**config.mk**
```make
export PLATFORM = sky130hd
export DESIGN_NAME = fetch_top
export DESIGN_NICKNAME = d
export VERILOG_FILES = /design/src/rtl/rv_isa_pkg.sv /design/src/rtl/fetch_pkg.sv /design/src/rtl/fetch_redirect.sv /design/src/rtl/fetch_jump_ctrl.sv /design/src/rtl/fetch_data_path.sv /design/src/rtl/fetch_top.sv
export VERILOG_INCLUDE_DIRS = /design/src /design/src/include
export SDC_FILE = /design/constraint.sdc
export NUM_CORES = 1
export LEC_CHECK = 0
export BUFFER_PORTS_ARGS = -buffer_cell sky130_fd_sc_hd__buf_2
export CAP_MARGIN = 20
export CORE_AREA = 2 2 188 116
export DETAILED_ROUTE_END_ITERATION = 16
export DIE_AREA = 0 0 190 118
export GPL_ROUTABILITY_DRIVEN = 0
export PLACE_DENSITY_LB_ADDON = 0.08
export SYNTH_ARGS = -nofsm -noshare
export SYNTH_HDL_FRONTEND = slang
export SYNTH_SLANG_ARGS = --single-unit
```
**constraint.sdc**
```tcl
create_clock -name clk -period 4.45 [get_ports clk]
set_input_delay 0.89 -clock clk [delete_from_list [all_inputs] [get_ports clk]]
set_output_delay 0.89 -clock clk [all_outputs]
set_load 0.01 [all_outputs]
```
**src/include/fetch_cfg.svh**
```systemverilog
`ifndef FETCH_CFG_SVH
`define FETCH_CFG_SVH

// Width of addresses, PCs and instruction words
`define FETCH_XLEN 32

// First address fetched after reset_n or sys_reset
`define FETCH_START_ADDR 32'h0000_0000

// addi x0, x0, 0
`define FETCH_NOP 32'h0000_0013

`endif

```
**src/rtl/rv_isa_pkg.sv**
```systemverilog
package rv_isa_pkg;

    // Instruction length code from the two low opcode bits
    typedef enum logic [1:0] {
        LEN_16 = 2'b00,
        LEN_32 = 2'b11
    } instr_len_e;

    // Only 2'b11 marks a full 32-bit instruction
    function automatic instr_len_e instr_len_of(input logic [1:0] low_bits);
        instr_len_e len;
        if (low_bits == 2'b11)
            len = LEN_32;
        else
            len = LEN_16;
        return len;
    endfunction

endpackage

```
**src/rtl/fetch_pkg.sv**
```systemverilog
package fetch_pkg;

    // Reason behind the next fetch address
    typedef enum logic [2:0] {
        // Sequential, address plus four
        RD_ADVANCE    = 3'd0,
        // Trap or interrupt entry from the core
        RD_CTX_SWITCH = 3'd1,
        // Taken jump or branch from execute
        RD_JUMP       = 3'd2,
        // Branch predicted taken in decode
        RD_PREDICT    = 3'd3,
        // Wrong prediction, back to the saved address
        RD_ROLLBACK   = 3'd4
    } redirect_e;

endpackage

```
**src/rtl/fetch_redirect.sv**
```systemverilog
`timescale 1ns/100ps

`include "fetch_cfg.svh"

module fetch_redirect
    import fetch_pkg::*;
(
    input  logic                   clk,
    input  logic                   reset_n,
    input  logic                   sys_reset_i,
    input  logic                   enable_i,

    input  logic                   jump_i,
    input  logic [`FETCH_XLEN-1:0] jump_target_i,
    input  logic                   ctx_switch_i,
    input  logic [`FETCH_XLEN-1:0] ctx_switch_target_i,
    input  logic                   bp_take_i,
    input  logic [`FETCH_XLEN-1:0] bp_target_i,
    input  logic                   jump_rollback_i,

    output logic [`FETCH_XLEN-1:0] instruction_address_o,
    output logic                   redirect_o
);

    ////////////////////
    // Reason and target
    ////////////////////

    redirect_e               reason;
    logic [`FETCH_XLEN-1:2] iaddr_advance;
    logic [`FETCH_XLEN-1:2] iaddr_rollback;
    logic [`FETCH_XLEN-1:2] iaddr_next;

    assign iaddr_advance = instruction_address_o[`FETCH_XLEN-1:2] + 1'b1;

    // Context switch wins over everything else
    always_comb begin
        if (ctx_switch_i)
            reason = RD_CTX_SWITCH;
        else if (jump_i)
            reason = RD_JUMP;
        else if (jump_rollback_i)
            reason = RD_ROLLBACK;
        else if (enable_i && bp_take_i)
            reason = RD_PREDICT;
        else
            reason = RD_ADVANCE;
    end

    always_comb begin
        case (reason)
            RD_CTX_SWITCH: iaddr_next = ctx_switch_target_i[`FETCH_XLEN-1:2];
            RD_JUMP:       iaddr_next = jump_target_i[`FETCH_XLEN-1:2];
            RD_ROLLBACK:   iaddr_next = iaddr_rollback;
            RD_PREDICT:    iaddr_next = bp_target_i[`FETCH_XLEN-1:2];
            default:       iaddr_next = iaddr_advance;
        endcase
    end

    // A prediction only counts while the pipeline moves
    assign redirect_o = ctx_switch_i || jump_i || (enable_i && bp_take_i);

    ////////////////////
    // Address register
    ////////////////////

    always_ff @(posedge clk or negedge reset_n) begin
        if (!reset_n) begin
            instruction_address_o <= `FETCH_START_ADDR;
        end else if (sys_reset_i) begin
            instruction_address_o <= `FETCH_START_ADDR;
        end else if (redirect_o || jump_rollback_i || enable_i) begin
            instruction_address_o <= {iaddr_next, 2'b00};
        end
    end

    // Word after the predicted branch, target of a later rollback
    always_ff @(posedge clk) begin
        if (enable_i && bp_take_i) begin
            iaddr_rollback <= iaddr_advance;
        end
    end

endmodule

```
**src/rtl/fetch_jump_ctrl.sv**
```systemverilog
`timescale 1ns/100ps

module fetch_jump_ctrl
    import fetch_pkg::*;
(
    input  logic clk,
    input  logic reset_n,
    input  logic sys_reset_i,
    input  logic enable_i,
    input  logic redirect_i,
    input  logic jump_rollback_i,

    output logic jumping_o,
    output logic bp_rollback_o,
    output logic jumped_r_o
);

    redirect_e flag_event;
    logic      rollback_pending;

    // Reason is not visible here, any redirect is handled as a jump
    always_comb begin
        if (redirect_i)
            flag_event = RD_JUMP;
        else if (jump_rollback_i)
            flag_event = RD_ROLLBACK;
        else
            flag_event = RD_ADVANCE;
    end

    ////////////////////
    // Bubble flags
    ////////////////////

    always_ff @(posedge clk or negedge reset_n) begin
        if (!reset_n) begin
            jumped_r_o <= 1'b1;
            jumping_o  <= 1'b1;
        end else if (sys_reset_i) begin
            jumped_r_o <= 1'b1;
            jumping_o  <= 1'b1;
        end else begin
            case (flag_event)
                RD_JUMP: begin
                    jumped_r_o <= 1'b1;
                    jumping_o  <= 1'b1;
                end
                RD_ROLLBACK: begin
                    jumped_r_o <= 1'b0;
                    jumping_o  <= 1'b0;
                end
                default: begin
                    if (enable_i)
                        jumped_r_o <= 1'b0;
                    // Stays up one more enabled edge for the stale output
                    if (enable_i && !jumped_r_o)
                        jumping_o <= 1'b0;
                end
            endcase
        end
    end

    ////////////////////
    // Rollback marker
    ////////////////////

    always_ff @(posedge clk or negedge reset_n) begin
        if (!reset_n) begin
            rollback_pending <= 1'b0;
            bp_rollback_o    <= 1'b0;
        end else if (sys_reset_i) begin
            rollback_pending <= 1'b0;
            bp_rollback_o    <= 1'b0;
        end else begin
            if (jump_rollback_i)
                rollback_pending <= 1'b1;
            else if (enable_i)
                rollback_pending <= 1'b0;
            if (enable_i)
                bp_rollback_o <= rollback_pending;
        end
    end

endmodule

```
**src/rtl/fetch_data_path.sv**
```systemverilog
`timescale 1ns/100ps

`include "fetch_cfg.svh"

module fetch_data_path
    import rv_isa_pkg::*;
(
    input  logic                   clk,
    input  logic                   reset_n,
    input  logic                   sys_reset_i,
    input  logic                   enable_i,
    input  logic                   jumped_r_i,
    input  logic [`FETCH_XLEN-1:0] instruction_address_i,
    input  logic [`FETCH_XLEN-1:0] instruction_data_i,

    output logic [`FETCH_XLEN-1:0] pc_o,
    output logic [`FETCH_XLEN-1:0] instruction_o,
    output logic                   compressed_o
);

    logic                   enable_r;
    logic [`FETCH_XLEN-1:0] idata_held;
    logic [`FETCH_XLEN-1:0] idata_fetched;
    logic [`FETCH_XLEN-1:0] pc_fetched;

    ////////////////////
    // Stall hold
    ////////////////////

    always_ff @(posedge clk or negedge reset_n) begin
        if (!reset_n)
            enable_r <= 1'b0;
        else
            enable_r <= enable_i;
    end

    // Memory answers the last address even in the first stalled cycle
    always_ff @(posedge clk or negedge reset_n) begin
        if (!reset_n)
            idata_held <= `FETCH_NOP;
        else if (!enable_i && enable_r)
            idata_held <= instruction_data_i;
    end

    assign idata_fetched = enable_r ? instruction_data_i : idata_held;

    ////////////////////
    // PC pipeline
    ////////////////////

    // Stage one also follows a redirect while stalled
    always_ff @(posedge clk or negedge reset_n) begin
        if (!reset_n)
            pc_fetched <= '0;
        else if (jumped_r_i || enable_i)
            pc_fetched <= instruction_address_i;
    end

    always_ff @(posedge clk or negedge reset_n) begin
        if (!reset_n)
            pc_o <= '0;
        else if (enable_i)
            pc_o <= pc_fetched;
    end

    // Instruction register and length flag
    always_ff @(posedge clk or negedge reset_n) begin
        if (!reset_n) begin
            instruction_o <= `FETCH_NOP;
            compressed_o  <= 1'b0;
        end else if (sys_reset_i) begin
            instruction_o <= `FETCH_NOP;
            compressed_o  <= 1'b0;
        end else if (enable_i) begin
            instruction_o <= idata_fetched;
            compressed_o  <= (instr_len_of(idata_fetched[1:0]) != LEN_32);
        end
    end

endmodule

```
**src/rtl/fetch_top.sv**
```systemverilog
`timescale 1ns/100ps

`include "fetch_cfg.svh"

module fetch_top (
    input  logic                   clk,
    input  logic                   reset_n,
    input  logic                   sys_reset_i,
    input  logic                   enable_i,

    input  logic                   jump_i,
    input  logic [`FETCH_XLEN-1:0] jump_target_i,
    input  logic                   ctx_switch_i,
    input  logic [`FETCH_XLEN-1:0] ctx_switch_target_i,
    output logic                   jumping_o,

    input  logic                   bp_take_i,
    input  logic [`FETCH_XLEN-1:0] bp_target_i,
    input  logic                   jump_rollback_i,
    output logic                   bp_rollback_o,

    // Instruction memory side
    output logic [`FETCH_XLEN-1:0] instruction_address_o,
    input  logic [`FETCH_XLEN-1:0] instruction_data_i,

    // Towards decode
    output logic [`FETCH_XLEN-1:0] pc_o,
    output logic [`FETCH_XLEN-1:0] instruction_o,
    output logic                   compressed_o
);

    logic redirect;
    logic jumped_r;

    fetch_redirect u_redirect (
        .clk                   (clk),
        .reset_n               (reset_n),
        .sys_reset_i           (sys_reset_i),
        .enable_i              (enable_i),
        .jump_i                (jump_i),
        .jump_target_i         (jump_target_i),
        .ctx_switch_i          (ctx_switch_i),
        .ctx_switch_target_i   (ctx_switch_target_i),
        .bp_take_i             (bp_take_i),
        .bp_target_i           (bp_target_i),
        .jump_rollback_i       (jump_rollback_i),
        .instruction_address_o (instruction_address_o),
        .redirect_o            (redirect)
    );

    fetch_jump_ctrl u_jump_ctrl (
        .clk             (clk),
        .reset_n         (reset_n),
        .sys_reset_i     (sys_reset_i),
        .enable_i        (enable_i),
        .redirect_i      (redirect),
        .jump_rollback_i (jump_rollback_i),
        .jumping_o       (jumping_o),
        .bp_rollback_o   (bp_rollback_o),
        .jumped_r_o      (jumped_r)
    );

    fetch_data_path u_data_path (
        .clk                   (clk),
        .reset_n               (reset_n),
        .sys_reset_i           (sys_reset_i),
        .enable_i              (enable_i),
        .jumped_r_i            (jumped_r),
        .instruction_address_i (instruction_address_o),
        .instruction_data_i    (instruction_data_i),
        .pc_o                  (pc_o),
        .instruction_o         (instruction_o),
        .compressed_o          (compressed_o)
    );

endmodule

```
==> Word-level counts from Yosys, hierarchy flattened <==
Index checks and enable logic that the tools add are counted.
{ "word_totals": {"input_bits": 136, "ff_bits": 196, "output_inout_bits": 99} }
{ "op_classes": {"eq_ne": 8, "reduce_logical": 15, "add_sub_neg": 1, "n_mux": 27} }
{ "ops": {"columns": ["operator", "n"], "rows": [
  ["two-way mux 32 bit", 5],
  ["case mux 30 bit (4 select lines)", 1],
  ["adder 30 x 1 -> 30 bit (second input constant)", 1],
  ["two-way mux 3 bit", 5],
  ["two-way mux 1 bit", 10],
  ["equality test 3 x 2 -> 1 bit (second input constant)", 3],
  ["two-way mux 2 bit", 4],
  ["nonzero test 4 bit", 2],
  ["equality test 3 bit (second input constant)", 2],
  ["logical OR 1 bit", 5],
  ["case mux 1 bit (2 select lines)", 2],
  ["nonzero test 2 bit", 2],
  ["equality test 3 x 1 -> 1 bit (second input constant)", 1],
  ["logical AND 1 bit", 3],
  ["nonzero test 3 bit", 1],
  ["equality test 2 bit (second input constant)", 1],
  ["zero test 1 bit", 2],
  ["inequality test 2 bit (second input constant)", 1]
]} }

==> Longest topological paths before layout <==
{ "depth": {"ltp_word": 9, "depth_mapped": 8} }

==> By module <==
A second synthesis with hierarchy kept.
{ "unflattened": {"cells_unflattened": 812, "hier_area_um2": 9584.2} }
{ "modules_own_cells": {"columns": ["module", "instances", "area_per_inst_um2", "cells_each"], "rows": [
  ["fetch_data_path", 1, 5452.7, 354],
  ["fetch_redirect", 1, 3971.3, 445],
  ["fetch_jump_ctrl", 1, 160.2, 13]
]} }

==> Least setup slack after synthesis <==
No wires, ideal clock.
{ "synth_timing": {"path_type": "in2reg", "start": "input jump_rollback_i", "end": "register u_redirect.instruction_address_o[25]", "stages": 7, "required_time_ps": 4316, "setup_slack_ps": 1956, "t_arrival_ps": 2360, "cell_sequence": "clkbuf_1 > clkbuf_1 > mux2i_1 > a21oi_1 > o311ai_0 > o21ai_0 > o2bb2ai_1"} }
{ "synth_via": {"elab_chain_len": 7, "word_cells_on_any_way": 13, "cone_classes": "eq/ne (4); mux (6); reduce/logical (3)"} }
{ "synth_lines": {"columns": ["item", "line", "rtl"], "rows": [
  ["from (decl)", "fetch_top.sv:19", "input logic jump_rollback_i,"],
  ["two-way mux 3 bit", "fetch_redirect.sv:42", "else if (jump_rollback_i)"],
  ["two-way mux 3 bit", "fetch_redirect.sv:40", "else if (jump_i)"],
  ["two-way mux 3 bit", "fetch_redirect.sv:38", "if (ctx_switch_i)"],
  ["equality test 3 x 2 -> 1 bit (tied with other cells)", "fetch_redirect.sv:51", "case (reason)"],
  ["case mux 30 bit (4 select lines)", "fetch_redirect.sv:51", null],
  ["two-way mux 32 bit", "fetch_redirect.sv:72", "end else if (redirect_o || jump_rollback_i || enable_i) begin"],
  ["two-way mux 32 bit", "fetch_redirect.sv:70", "end else if (sys_reset_i) begin"],
  ["to (signal assigned)", "fetch_redirect.sv:69", "instruction_address_o <= `FETCH_START_ADDR;"],
  ["to (signal assigned)", "fetch_redirect.sv:71", "instruction_address_o <= `FETCH_START_ADDR;"],
  ["to (signal assigned)", "fetch_redirect.sv:73", "instruction_address_o <= {iaddr_next, 2'b00};"],
  ["to (decl)", "fetch_redirect.sv:21", "output logic [`FETCH_XLEN-1:0] instruction_address_o,"]
]} }
Several ways; a longest one is shown, not always the timed one. The select of a mux whose other input is x is not followed.
A chain may end at the register's enable or synchronous reset.

==> Final worst setup path <==
{ "layout_timing": {"start": "input enable_i", "end": "register u_redirect.instruction_address_o[18]"} }
{ "layout_via": {"elab_chain_len": 9, "word_cells_on_any_way": 16, "cone_classes": "eq/ne (4); mux (7); reduce/logical (5)"} }
{ "layout_lines": {"columns": ["item", "line", "rtl"], "rows": [
  ["from (decl)", "fetch_top.sv:9", "input logic enable_i,"],
  ["logical AND 1 bit", "fetch_redirect.sv:44, fetch_redirect.sv:61", null],
  ["two-way mux 2 bit", "fetch_redirect.sv:44", "else if (enable_i && bp_take_i)"],
  ["two-way mux 3 bit", "fetch_redirect.sv:42", null],
  ["two-way mux 3 bit", "fetch_redirect.sv:40", null],
  ["two-way mux 3 bit", "fetch_redirect.sv:38", null],
  ["equality test 3 x 2 -> 1 bit (tied with other cells)", "fetch_redirect.sv:51", null],
  ["case mux 30 bit (4 select lines)", "fetch_redirect.sv:51", null],
  ["two-way mux 32 bit", "fetch_redirect.sv:72", null],
  ["two-way mux 32 bit", "fetch_redirect.sv:70", null]
]} }
Several ways; a longest one is shown, not always the timed one. The select of a mux whose other input is x is not followed.

==> run summary <==
- Tcrit/Tclk final: 66.8%
- maximum clock frequency: 336 MHz
- cell type with the highest aggregate area in the netlist: sky130_fd_sc_hd__dfrtp_1
- Synth Instances: 820
- Slew HR: 28.5%
- mean number of vias per cell: 5.50
- Die X: 190 um
- share of flip-flops with an asynchronous set or reset: 84.2%
- number of hold-slack violations in the final timing report: 0
- Die Footprint: 22,400 um^2
- number of buffers created by CTS: 17
- highest routed layer: met4
- Adder-Cell Fraction of Synth Area: 0.137%
- number of port buffers: 224
- clock latency reported for the late side of the worst-skew pair: 0.44 ns
- total track usage: 23.4%
- LEAKAGE: 0.00508 uW
- highest-count cells in the layout ignoring fill and taps: sky130_fd_sc_hd__buf_2 (222), sky130_fd_sc_hd__dfrtp_1 (151), sky130_fd_sc_hd__mux2_2 (85), sky130_fd_sc_hd__nand2_1 (72), sky130_fd_sc_hd__nor2_1 (53)
- post-synthesis cell type count: 61
- Syn Std Cell Area: 9160 um^2
- Reg clk slew, reported paths: 0.07 ns
- post-route ant nets: 0
- effective utilization at floorplan: 44.3%
- Synth Warn #: 0
- vias post-DR: 7,206
- Period minus WS final: 2.97 ns
- standard-cell rows: 41
- outcome: completed
- share of cell area taken by muxes after synthesis: 14.8%
- count of flip-flops with a built-in enable after synthesis: 30
- most area-consuming cells after synthesis: sky130_fd_sc_hd__dfrtp_1 (42%), sky130_fd_sc_hd__mux2_2 (10%), sky130_fd_sc_hd__edfxtp_1 (9.8%)
- number of antenna violations at the first check in global routing: 0
- Post-Synthesis Mean Instance Area: 11.2 um^2
- first-pass GRT wire length: 40,000 um
- Critical Path Source Type: primary input
- placed instance area: 10,500 um^2
- largest family of logic cells by synthesized area: multiplexers
- min-delay worst type: primary input to asynchronous set/reset pin
- least setup slack across all paths after layout: 1.48 ns
- worst-case setup slack after placement: 1.05 ns
- total global routing overflow: 0
- critical path type: primary input to register
- number of clock sinks: 190
- met2 wire len: 10,600 um
- clock skew after layout: 0.00818 ns
- router iterations before antenna repair: 5
- Detailed Route WL: 25,500 um
- most used flip-flop cell after synthesis: sky130_fd_sc_hd__dfrtp_1
- unrepaired setup endpoints after global routing: no
- reported max-cap violation count: 0
- final core occ: 53.7%
- CTS hold repair buffers: 0
- top-area cell type share of the netlist area: 41.5%
- final std cell area, no fill: 11,100 um^2
- signed area change from the synthesized netlist to the final layout: 21.1%
- # setup viols final: 0
- Met3 Wirelength: 1720 um
- share of the synthesized area in compound gates (AO/OA/AOI/OAI): 14.6%
- I/O pins: 235
- post-synthesis register bit count: 190
- internal reg-to-reg setup slack: 1.63 ns
- required time of the worst setup path: 4.77 ns
- maximum resistive drop on vdd: 0.271 mV
- Clock Path Buffers: 2
- starting DRC count in detailed routing: 618
- maximum number of pins on one net before global-route repair: 125
- DRC violation count after routing: 0
- buffers inserted by post-CTS timing repair: 0
- htree depth: 4
- post-cts repair resize count: 0
- Final Max Slew Viols: 0
- chip height: 118 um
- Critical R2R Capture: u_redirect.instruction_address_o[31]
- wire length per cell: 19.4 um
- proportion of layout cells with a drive suffix above 1: 37.9%
- path depth of the worst reg2reg path: 5
- most common cell after layout, fill and taps aside: sky130_fd_sc_hd__buf_2
- endpoint type of the worst setup path: register
- Final Hold Slack: 0.336 ns
- DPL Wire Length: 17,800 um
- arrival time at the worst endpoint: 3.29 ns
- sequential fraction of the synthesis area: 53.6%
- total power per unit cell area: 384 nW/um^2
- Final nets: 1,154
- core area: 20,700 um^2
- simple-gate share of the synthesized area: 11.6%
- aggregate negative setup slack: 0 ns
- FF-to-FF Start: u_redirect.instruction_address_o[10]
- pin slew with the least headroom to its limit: 1.07 ns
- xor/xnor share of the synthesized area: 1.62%
- CTS tree: built
- worst-path fanout max: 29
- Met1 Wirelength: 12,700 um
- via count of the first global-routing pass: 6,947
- cell chosen for the clock root: sky130_fd_sc_hd__clkbuf_16
-- registers in the layout, indices dropped and copies added (netlist names), 30 cells and up --
name	count
u_data_path.idata_held	32
u_data_path.instruction_o	32
u_data_path.pc_fetched	30
u_data_path.pc_o	30
u_redirect.iaddr_rollback	30
u_redirect.instruction_address_o	30
-- power breakdown --
group | switching [uW] | total [uW] | internal, uW
clock network | 690 | 1550 | 862
logic | 340 | 639 | 299
registers | 125 | 2070 | 1950
-- stage by stage --
step | std cells | total power (uW)
5_1_grt | 1309 | 4460
6_report | 1310 | 4260
2_1_floorplan | 823 | 2450
4_1_cts | 1309 | 4300
3_5_place_dp | 1277 | 2750
3_3_place_gp | 1277 | 2740
-- per-layer routing --
layer,vias up,track usage [%]
li1,3412,-
met4,0,8.09
met3,32,5.52
met1,3541,35.9
met5,-,0
met2,221,32.0
-- layout make-up --
cell class                      instances  area, um^2
Clock inverter                         12         133
Sequential cell                       190        4920
Tap cell                              279         349
Inverter                               13        48.8
Timing Repair Buffer                  236        1230
Fill cell                            1902        9570
Multi-Input combinational cell        559        3960
Antenna cell                            1        2.50
Clock buffer                           20         457
-- Yosys cell counts, types with 6 or more instances --
library cell,n
sky130_fd_sc_hd__o21ai_0,42
sky130_fd_sc_hd__nand2b_1,6
sky130_fd_sc_hd__mux2i_1,40
sky130_fd_sc_hd__nor2_1,54
sky130_fd_sc_hd__mux2_2,85
sky130_fd_sc_hd__clkbuf_1,42
sky130_fd_sc_hd__or2_2,13
sky130_fd_sc_hd__edfxtp_1,30
sky130_fd_sc_hd__o21a_1,6
sky130_fd_sc_hd__buf_1,8
sky130_fd_sc_hd__dfrtp_1,152
sky130_fd_sc_hd__nand4_1,12
sky130_fd_sc_hd__xnor2_1,14
sky130_fd_sc_hd__nand3_1,13
sky130_fd_sc_hd__a211oi_1,36
sky130_fd_sc_hd__nor4_1,9
sky130_fd_sc_hd__o311ai_0,14
sky130_fd_sc_hd__a22oi_1,20
sky130_fd_sc_hd__a21oi_1,15
sky130_fd_sc_hd__nor3_1,11
sky130_fd_sc_hd__nor2b_1,14
sky130_fd_sc_hd__inv_1,12
sky130_fd_sc_hd__nand2_1,72
sky130_fd_sc_hd__dfstp_2,8
sky130_fd_sc_hd__o211ai_1,21
-- worst max-delay path, stage by stage --
cell and delay (ns):
sky130_fd_sc_hd__buf_4 0.23, sky130_fd_sc_hd__nand2_1 0.72, sky130_fd_sc_hd__nand2_1 0.73, sky130_fd_sc_hd__o311ai_0 0.60, sky130_fd_sc_hd__nand2_1 0.10
-- how the worst max path moves through the flow --
stage | from | to | slack (ns)
2_1_floorplan | jump_rollback_i | u_redirect.instruction_address_o[25] | 1.96
3_3_place_gp | enable_i | u_redirect.instruction_address_o[18] | 1.03
3_5_place_dp | enable_i | u_redirect.instruction_address_o[18] | 1.05
4_1_cts | enable_i | u_redirect.instruction_address_o[18] | 1.53
5_1_grt | enable_i | u_redirect.instruction_address_o[18] | 1.27
6_report | enable_i | u_redirect.instruction_address_o[18] | 1.48
-- cell families after synthesis --
| kind of cell | Yosys count |
|---|---|
| other | 1 |
| xor gates and xnor gates | 17 |
| and+or+nand+nor | 221 |
| muxes | 125 |
| buffers and inverters | 74 |
| AOI/OAI and AO/OA | 191 |
| adders and majority gates | 1 |
| DFF | 190 |
Note: power is estimated with default switching activity, not from simulation.
